## src/logic/core_settings.svh

```systemverilog
// core-wide constants, pulled in with `include by the packages and by RTL that needs them
`ifndef CORE_SETTINGS_SVH
`define CORE_SETTINGS_SVH

// first fetch address after reset
`define CORE_RESET_VECTOR 32'h0000_0000

// data and address width
`define CORE_XLEN 32

// architectural integer registers, x0 included
`define CORE_NUM_REGS 32

`endif

```

## src/logic/fetch_bus_pkg.sv

```systemverilog
// bus-level types for instruction memory and retirement, imported by the core and its wrapper
`include "core_settings.svh"

package fetch_bus_pkg;

  typedef logic [`CORE_XLEN-1:0] word_t;
  typedef logic [`CORE_XLEN-1:0] addr_t;
  typedef logic [$clog2(`CORE_NUM_REGS)-1:0] reg_idx_t;

  typedef struct packed {
    addr_t addr; // byte address, word aligned
  } imem_req_t;

  typedef struct packed {
    word_t data;
  } imem_rsp_t;

  typedef struct packed {
    addr_t    pc;
    reg_idx_t rd; // 0 when nothing is written
    word_t    wdata;
  } retire_t;

endpackage

```

## src/logic/pipe_pkg.sv

```systemverilog
// stage-to-stage payload types and FSM encodings, imported by the pipeline stages
package pipe_pkg;

  import fetch_bus_pkg::*;

  typedef enum logic [3:0] {
    ALU_ADD,
    ALU_SUB,
    ALU_SLL,
    ALU_SLT,
    ALU_SLTU,
    ALU_XOR,
    ALU_SRL,
    ALU_SRA,
    ALU_OR,
    ALU_AND,
    ALU_PASS_B
  } alu_op_e;

  typedef enum logic {
    FETCH_IDLE, // no request in flight
    FETCH_WAIT  // request pending or awaiting response
  } fetch_state_e;

  // major opcodes handled by the decoder
  typedef enum logic [6:0] {
    OPC_OP_IMM = 7'b0010011,
    OPC_AUIPC  = 7'b0010111,
    OPC_OP     = 7'b0110011,
    OPC_LUI    = 7'b0110111
  } opcode_e;

  typedef struct packed {
    addr_t pc;
    word_t inst;
  } if_data_t;

  typedef struct packed {
    if_data_t if_data;
    alu_op_e  op;
    reg_idx_t rs1;
    reg_idx_t rs2;
    reg_idx_t rd;
    word_t    imm;
    logic     use_imm; // operand b from imm
    logic     use_pc;  // operand a from pc
  } id_data_t;

  typedef struct packed {
    id_data_t id_data;
    word_t    op_a;
    word_t    op_b;
  } rf_data_t;

endpackage

```

## src/logic/fetch_unit.sv

```systemverilog
// instruction fetch stage that issues one memory request at a time and feeds the decoder
`include "core_settings.svh"

module fetch_unit (
  input  logic                   clk,
  input  logic                   rst,
  output logic                   imem_req_valid,
  output fetch_bus_pkg::imem_req_t imem_req,
  input  logic                   imem_req_ready,
  input  logic                   imem_rsp_valid,
  input  fetch_bus_pkg::imem_rsp_t imem_rsp,
  output logic                   if_valid,
  output pipe_pkg::if_data_t     if_data,
  input  logic                   if_ready
);
  import fetch_bus_pkg::*;
  import pipe_pkg::*;

  fetch_state_e state;
  addr_t        pc;

  assign imem_req = '{addr: pc};

  always_ff @(posedge clk) begin
    if (rst) begin
      state          <= FETCH_IDLE;
      pc             <= addr_t'(`CORE_RESET_VECTOR);
      imem_req_valid <= 1'b0;
      if_valid       <= 1'b0;
    end else begin
      if (if_valid && if_ready) begin
        if_valid <= 1'b0;
      end
      case (state)
        FETCH_IDLE: begin
          // output is empty or leaves this cycle, so the next word has a place to land
          if (!if_valid || if_ready) begin
            state          <= FETCH_WAIT;
            imem_req_valid <= 1'b1;
          end
        end
        FETCH_WAIT: begin
          if (imem_req_valid && imem_req_ready) begin
            imem_req_valid <= 1'b0;
            pc             <= pc + addr_t'(4);
          end
          if (imem_rsp_valid) begin
            state    <= FETCH_IDLE;
            if_valid <= 1'b1;
          end
        end
      endcase
    end
  end

  // pc already advanced when the response shows up
  always_ff @(posedge clk) begin
    if (state == FETCH_WAIT && imem_rsp_valid) begin
      if_data.pc   <= pc - addr_t'(4);
      if_data.inst <= imem_rsp.data;
    end
  end

endmodule

```

## src/logic/decoder.sv

```systemverilog
// decode stage, splits an RV32I word into ALU op, register indices and immediate
module decoder (
  input  logic               clk,
  input  logic               rst,
  input  logic               if_valid,
  input  pipe_pkg::if_data_t if_data,
  output logic               if_ready,
  output logic               id_valid,
  output pipe_pkg::id_data_t id_data,
  input  logic               id_ready
);
  import fetch_bus_pkg::*;
  import pipe_pkg::*;

  id_data_t   dec;
  logic [6:0] opcode;
  logic [2:0] funct3;
  logic [6:0] funct7;

  function automatic alu_op_e alu_sel(input logic [2:0] f3, input logic alt);
    case (f3)
      3'b000:  return alt ? ALU_SUB : ALU_ADD;
      3'b001:  return ALU_SLL;
      3'b010:  return ALU_SLT;
      3'b011:  return ALU_SLTU;
      3'b100:  return ALU_XOR;
      3'b101:  return alt ? ALU_SRA : ALU_SRL;
      3'b110:  return ALU_OR;
      default: return ALU_AND;
    endcase
  endfunction

  assign opcode = if_data.inst[6:0];
  assign funct3 = if_data.inst[14:12];
  assign funct7 = if_data.inst[31:25];

  always_comb begin
    dec         = '0; // unsupported: pass-b of zero into x0
    dec.if_data = if_data;
    dec.op      = ALU_PASS_B;
    dec.use_imm = 1'b1;
    case (opcode)
      OPC_OP: begin
        if (funct7 == 7'h00 || (funct7 == 7'h20 && (funct3 == 3'b000 || funct3 == 3'b101))) begin
          dec.op      = alu_sel(funct3, funct7[5]);
          dec.rs1     = if_data.inst[19:15];
          dec.rs2     = if_data.inst[24:20];
          dec.rd      = if_data.inst[11:7];
          dec.use_imm = 1'b0;
        end
      end
      OPC_OP_IMM: begin
        // shift immediates carry funct7 in the upper imm bits
        if ((funct3 != 3'b001 && funct3 != 3'b101) || funct7 == 7'h00 ||
            (funct3 == 3'b101 && funct7 == 7'h20)) begin
          dec.op  = alu_sel(funct3, funct3 == 3'b101 && funct7[5]);
          dec.rs1 = if_data.inst[19:15];
          dec.rd  = if_data.inst[11:7];
          dec.imm = word_t'($signed(if_data.inst[31:20]));
        end
      end
      OPC_LUI: begin
        dec.rd  = if_data.inst[11:7];
        dec.imm = {if_data.inst[31:12], 12'b0};
      end
      OPC_AUIPC: begin
        dec.op     = ALU_ADD;
        dec.rd     = if_data.inst[11:7];
        dec.imm    = {if_data.inst[31:12], 12'b0};
        dec.use_pc = 1'b1;
      end
      default: ;
    endcase
  end

  assign if_ready = !id_valid || id_ready;

  always_ff @(posedge clk) begin
    if (rst) begin
      id_valid <= 1'b0;
    end else if (if_valid && if_ready) begin
      id_valid <= 1'b1;
    end else if (id_ready) begin
      id_valid <= 1'b0;
    end
  end

  always_ff @(posedge clk) begin
    if (if_valid && if_ready) begin
      id_data <= dec;
    end
  end

endmodule

```

## src/logic/reg_read.sv

```systemverilog
// register read stage with the register file and a pending-write scoreboard
`include "core_settings.svh"

module reg_read (
  input  logic                   clk,
  input  logic                   rst,
  input  logic                   id_valid,
  input  pipe_pkg::id_data_t     id_data,
  output logic                   id_ready,
  output logic                   rf_valid,
  output pipe_pkg::rf_data_t     rf_data,
  input  logic                   rf_ready,
  input  logic                   wb_en,
  input  fetch_bus_pkg::reg_idx_t wb_rd,
  input  fetch_bus_pkg::word_t   wb_data
);
  import fetch_bus_pkg::*;
  import pipe_pkg::*;

  word_t                     rf_mem [`CORE_NUM_REGS];
  logic [`CORE_NUM_REGS-1:0] pending; // one bit per register with a write in flight
  logic                      hazard;
  logic                      take;
  word_t                     rs1_val;
  word_t                     rs2_val;
  word_t                     op_a;
  word_t                     op_b;

  assign rs1_val = (id_data.rs1 == '0) ? '0 : rf_mem[id_data.rs1];
  assign rs2_val = (id_data.rs2 == '0) ? '0 : rf_mem[id_data.rs2];

  assign op_a = id_data.use_pc ? id_data.if_data.pc : rs1_val;
  assign op_b = id_data.use_imm ? id_data.imm : rs2_val;

  // rd is checked too so an older write cannot clear the bit of a younger one
  assign hazard = pending[id_data.rs1] | pending[id_data.rs2] | pending[id_data.rd];

  assign id_ready = (!rf_valid || rf_ready) && !hazard;
  assign take     = id_valid && id_ready;

  always_ff @(posedge clk) begin
    if (wb_en && wb_rd != '0) begin
      rf_mem[wb_rd] <= wb_data;
    end
  end

  always_ff @(posedge clk) begin
    if (rst) begin
      pending <= '0;
    end else begin
      if (wb_en) begin
        pending[wb_rd] <= 1'b0;
      end
      if (take && id_data.rd != '0) begin
        pending[id_data.rd] <= 1'b1; // wins over a same-cycle clear
      end
    end
  end

  always_ff @(posedge clk) begin
    if (rst) begin
      rf_valid <= 1'b0;
    end else if (take) begin
      rf_valid <= 1'b1;
    end else if (rf_ready) begin
      rf_valid <= 1'b0;
    end
  end

  always_ff @(posedge clk) begin
    if (take) begin
      rf_data.id_data <= id_data;
      rf_data.op_a    <= op_a;
      rf_data.op_b    <= op_b;
    end
  end

endmodule

```

## src/logic/execute_unit.sv

```systemverilog
// execute stage, ALU into the retire register and register-file write on retirement
module execute_unit (
  input  logic                    clk,
  input  logic                    rst,
  input  logic                    rf_valid,
  input  pipe_pkg::rf_data_t      rf_data,
  output logic                    rf_ready,
  output logic                    retire_valid,
  output fetch_bus_pkg::retire_t  retire,
  input  logic                    retire_ready,
  output logic                    wb_en,
  output fetch_bus_pkg::reg_idx_t wb_rd,
  output fetch_bus_pkg::word_t    wb_data
);
  import fetch_bus_pkg::*;
  import pipe_pkg::*;

  word_t      a;
  word_t      b;
  logic [4:0] shamt;
  word_t      result;

  assign a     = rf_data.op_a;
  assign b     = rf_data.op_b;
  assign shamt = b[4:0];

  always_comb begin
    case (rf_data.id_data.op)
      ALU_ADD:  result = a + b;
      ALU_SUB:  result = a - b;
      ALU_SLL:  result = a << shamt;
      ALU_SLT:  result = word_t'($signed(a) < $signed(b));
      ALU_SLTU: result = word_t'(a < b);
      ALU_XOR:  result = a ^ b;
      ALU_SRL:  result = a >> shamt;
      ALU_SRA:  result = word_t'($signed(a) >>> shamt);
      ALU_OR:   result = a | b;
      ALU_AND:  result = a & b;
      default:  result = b; // pass-b
    endcase
  end

  assign rf_ready = !retire_valid || retire_ready;

  always_ff @(posedge clk) begin
    if (rst) begin
      retire_valid <= 1'b0;
    end else if (rf_valid && rf_ready) begin
      retire_valid <= 1'b1;
    end else if (retire_ready) begin
      retire_valid <= 1'b0;
    end
  end

  always_ff @(posedge clk) begin
    if (rf_valid && rf_ready) begin
      retire <= '{pc: rf_data.id_data.if_data.pc, rd: rf_data.id_data.rd, wdata: result};
    end
  end

  // write back exactly on the retire handshake
  assign wb_en   = retire_valid && retire_ready;
  assign wb_rd   = retire.rd;
  assign wb_data = retire.wdata;

endmodule

```

## src/logic/core_wrap.sv

```systemverilog
// top level of the integer core, flat instruction memory and retirement ports
module core_wrap (
  input  logic                    clk,
  input  logic                    rst,
  output logic                    imem_req_valid,
  output fetch_bus_pkg::addr_t    imem_req_addr,
  input  logic                    imem_req_ready,
  input  logic                    imem_rsp_valid,
  input  fetch_bus_pkg::word_t    imem_rsp_data,
  output logic                    retire_valid,
  output fetch_bus_pkg::addr_t    retire_pc,
  output fetch_bus_pkg::reg_idx_t retire_rd,
  output fetch_bus_pkg::word_t    retire_wdata,
  input  logic                    retire_ready
);
  import fetch_bus_pkg::*;
  import pipe_pkg::*;

  imem_req_t imem_req;
  imem_rsp_t imem_rsp;
  retire_t   retire;

  logic     if_valid, if_ready;
  if_data_t if_data;
  logic     id_valid, id_ready;
  id_data_t id_data;
  logic     rf_valid, rf_ready;
  rf_data_t rf_data;

  logic     wb_en;
  reg_idx_t wb_rd;
  word_t    wb_data;

  assign imem_req_addr = imem_req.addr;
  assign imem_rsp      = '{data: imem_rsp_data};
  assign retire_pc     = retire.pc;
  assign retire_rd     = retire.rd;
  assign retire_wdata  = retire.wdata;

  fetch_unit i_fetch (
    .clk, .rst, .imem_req_valid, .imem_req, .imem_req_ready, .imem_rsp_valid, .imem_rsp,
    .if_valid, .if_data, .if_ready
  );

  decoder i_decoder (
    .clk, .rst, .if_valid, .if_data, .if_ready, .id_valid, .id_data, .id_ready
  );

  reg_read i_reg_read (
    .clk, .rst, .id_valid, .id_data, .id_ready, .rf_valid, .rf_data, .rf_ready,
    .wb_en, .wb_rd, .wb_data
  );

  execute_unit i_execute (
    .clk, .rst, .rf_valid, .rf_data, .rf_ready, .retire_valid, .retire, .retire_ready,
    .wb_en, .wb_rd, .wb_data
  );

endmodule

```

## config.mk

```make
export PLATFORM = sky130hd
export DESIGN_NAME = core_wrap
export DESIGN_NICKNAME = d
export VERILOG_FILES = /design/src/logic/fetch_bus_pkg.sv /design/src/logic/pipe_pkg.sv /design/src/logic/fetch_unit.sv /design/src/logic/decoder.sv /design/src/logic/reg_read.sv /design/src/logic/execute_unit.sv /design/src/logic/core_wrap.sv
export VERILOG_INCLUDE_DIRS = /design/src /design/src/logic
export SDC_FILE = /design/constraint.sdc
export NUM_CORES = 2
export LEC_CHECK = 0
export BUFFER_PORTS_ARGS = -buffer_cell sky130_fd_sc_hd__buf_2
export CORE_ASPECT_RATIO = 1.4
export CORE_MARGIN = 4
export CORE_UTILIZATION = 50
export DETAILED_ROUTE_END_ITERATION = 10
export PLACE_DENSITY = 0.66
export REMOVE_ABC_BUFFERS = 1
export SLEW_MARGIN = 20
export SYNTH_ARGS = -nofsm -noshare
export SYNTH_HDL_FRONTEND = slang
export SYNTH_SLANG_ARGS = --single-unit
```

## constraint.sdc

```tcl
create_clock -name clk -period 7.5 [get_ports clk]
set_input_delay 1.5 -clock clk [delete_from_list [all_inputs] [get_ports clk]]
set_output_delay 1.5 -clock clk [all_outputs]
set_load 0.01 [all_outputs]
```

==> impl_metrics.tcl <==
set metrics [dict create \
    multi_input_area_sq_um 27000 \
    nNetsFinal 4557 \
    stdcell_area_sq_um 78100 \
    min_period_over_period_pct 63.3 \
    cts_resized 0 \
    p_total_mw 16.4 \
    dp.cells 6078 \
    num_vias 43400 \
    initial_core_util_pct 50.4 \
    final_cells 6340 \
    status "complete, no violations" \
    initialDrtViolationCount 5184 \
    clockRootBuffer "clkbuf_16" \
    syn_avg_cell_area_sq_um 16.4 \
    drive_gt1_share_pct 27.8 \
    cts_hold_buf 0 \
    antenna_found_initial 13 \
    worstSetupPathType "reg2reg" \
    arrival_ns 5.30 \
    syn_area_sq_um 70200 \
    wl_per_cell_microns 35.5 \
    clock_path_buffers 3 \
    final.fill_count 10800 \
    slew_violations 0 \
    slew_headroom_pct 20.7 \
    grt_max_degree 115 \
    cts_setup_buffers 0 \
    drtAntennaViolNets 0 \
    dpl.hpwl_microns 144000 \
    hold_path_class "reg2reg" \
    worst_slack_ns 2.75 \
    clock_skew_ns 0.0351 \
    area_growth_pct 11.3 \
    ys_seq_area_share_pct 59.5 \
    drt_pass1_iterations 6 \
    async_flop_share_pct 0 \
    slowest_stage "o22ai_1" \
    maxCapViolations 0 \
    synth_flop_cell "edfxtp_1" \
    grt_overflow 0 \
    cts_buffers 139 \
    max_freq_mhz 211 \
    cts_tree "built" \
    syn_inst 4292 \
    port_buffers 135 \
    crit_top_cell "o22ai_1" \
    start_kind "register" \
    worstSetupEndpointType "register" \
    core_sq_um 139000 \
    fp-row-count 162 \
    dp_slack_ns 2.85 \
    wl_microns 225000 \
    die_y_microns 451 \
    ios 140 \
    synthDistinctLibCells 83 \
    register_area_sq_um 41800 \
    yosys.area.top_type "edfxtp_1" \
    setup_viol 0 \
    synthTopCellsByCount "edfxtp_1, mux4_2, nor2_1" \
    ys_warn_count 0 \
    cp_max_fo 37 \
    rsz0062_at_grt "false" \
    path_clk_slew_ns 0.08 \
    period_minus_slack_ns 4.75 \
    yosysMostFrequentCell "edfxtp_1" \
    grt_pass1_wl_microns 319000 \
    cp_cell_sequence "buf_4 > inv_2 > ha_1 > nor2_1 > o311ai_0 > a31oi_1 > o22ai_1 > nor3_1 > o22ai_1 > xor2_1 > a311o_1 > a22o_1" \
    worst_ep_required_time_ns 8.05 \
    finalHoldViolCount 0 \
    dpl_cell_area_sq_um 73400 \
    synth_edf_count 1339 \
    die_w_microns 325 \
    gp_congestion 1.04 \
    via_per_inst 6.84 \
    clk_latency_ns 0.79 \
    netlist.area_leader.share_pct 57.3 \
    yosys-top-cells-area "edfxtp_1, mux4_2, dfxtp_1" \
    gr-usage-all-layers_pct 30.6 \
    die-area_sq_um 147000 \
    cts.htree.levels 4 \
    synth-seq-cells 1417 \
    drc 0 \
    clock_sinks 1417 \
    leakagePower_nw 25.0 \
    p_per_area_nw_per_um2 210 \
    grt_pass1_vias 43600 \
    peakVddDrop_v 0.000213 \
    tightest_slew_ns 1.19 \
    cpPeakStageDelay_ns 0.67 \
]
-- cell usage in the layout (no fill, tap or decap), types with 102 or more instances in the layout --
cell and count:
edfxtp_1 1339, o21ai_0 214, buf_4 115, nor2_1 208, buf_2 135, a21oi_1 162
clkbuf_16 142, mux2i_1 131, nand2_1 233, mux4_2 689, ha_1 102, inv_1 141
-- stage by stage --
stage	hold WS (ns)	TNS, ns	util [%]
6_report	0.417	0	56.0
5_1_grt	0.415	0	56.0
3_5_place_dp	0.405	0	52.6
4_1_cts	0.415	0	56.0
2_1_floorplan	0.400	-292.46	-
3_3_place_gp	0.401	0	52.6
-- area by class of cell --
type | count | share of cell area (%)
inverter | 148 | 0.719
tap | 1804 | 2.89
multi-input combinational | 2448 | 34.6
timing repair buffer | 262 | 2.26
antenna | 5 | 0.0160
clock buffer | 165 | 4.71
sequential | 1417 | 53.5
clock inverter | 91 | 1.32
-- flip-flops by register name (all words and copies together), names as in the netlist, 30 cells and up, named ones only --
register,count
i_decoder.id_data,83
i_fetch.if_data,62
i_fetch.imem_req,30
i_execute.wb_data,32
i_reg_read.rf_mem,1024
i_reg_read.pending,32
i_reg_read.rf_data,103
i_execute.retire,30
-- worst max-delay path: cells and delay by family (launching register included) --
kind | cells | cell delay, ns
buffers and inverters | 2 | 0.78
XOR/XNOR | 1 | 0.14
AO/OA/AOI/OAI | 6 | 2.59
AND/OR/NAND/NOR | 2 | 0.19
adder cells (fa/ha/maj) | 1 | 0.49
flip-flops | 1 | 0.32
-- worst paths after layout --
path	cells after the start	endpoint	slack, ns	from
worst max register to register	12	i_execute.wb_data[21]	2.75	i_reg_read.rf_data[1]
worst min register to register	0	i_decoder.id_data[88]	0.42	i_fetch.if_data[35]
worst max-delay path	12	i_execute.wb_data[21]	2.75	i_reg_read.rf_data[1]
worst min-delay path	0	i_decoder.id_data[88]	0.42	i_fetch.if_data[35]
-- metal layers --
metal | global-route usage [%] | wire length (microns) | vias up
met4 | 15.9 | 13800 | 8
met3 | 5.83 | 19500 | 581
met5 | 0 | 49 | -
met2 | 52.9 | 115000 | 2474
met1 | 36.7 | 77100 | 22600
li1 | - | - | 17700
-- where the power goes --
| part | leakage, nW | internal (mW) | switching (mW) |
|---|---|---|---|
| Combinational | 10.0 | 0.203 | 0.296 |
| Sequential | 12.8 | 8.60 | 0.0543 |
| Clock | 2.27 | 4.14 | 3.12 |
-- cells by family (layout without fill, tap and decap cells) --
family / after synthesis / after routing / synth area share, %
adder cells (fa/ha/maj): 104 / 104 / 1.87
multiplexers: 836 / 836 / 24.2
buffers and inverters: 462 / 666 / 2.62
flip-flops: 1417 / 1417 / 59.5
AO/OA/AOI/OAI: 674 / 674 / 6.07
AND/OR/NAND/NOR: 726 / 726 / 4.83
other: 1 / 41 / 0.00534
XOR/XNOR: 72 / 72 / 0.898
Power figures use the tool's default switching activity.
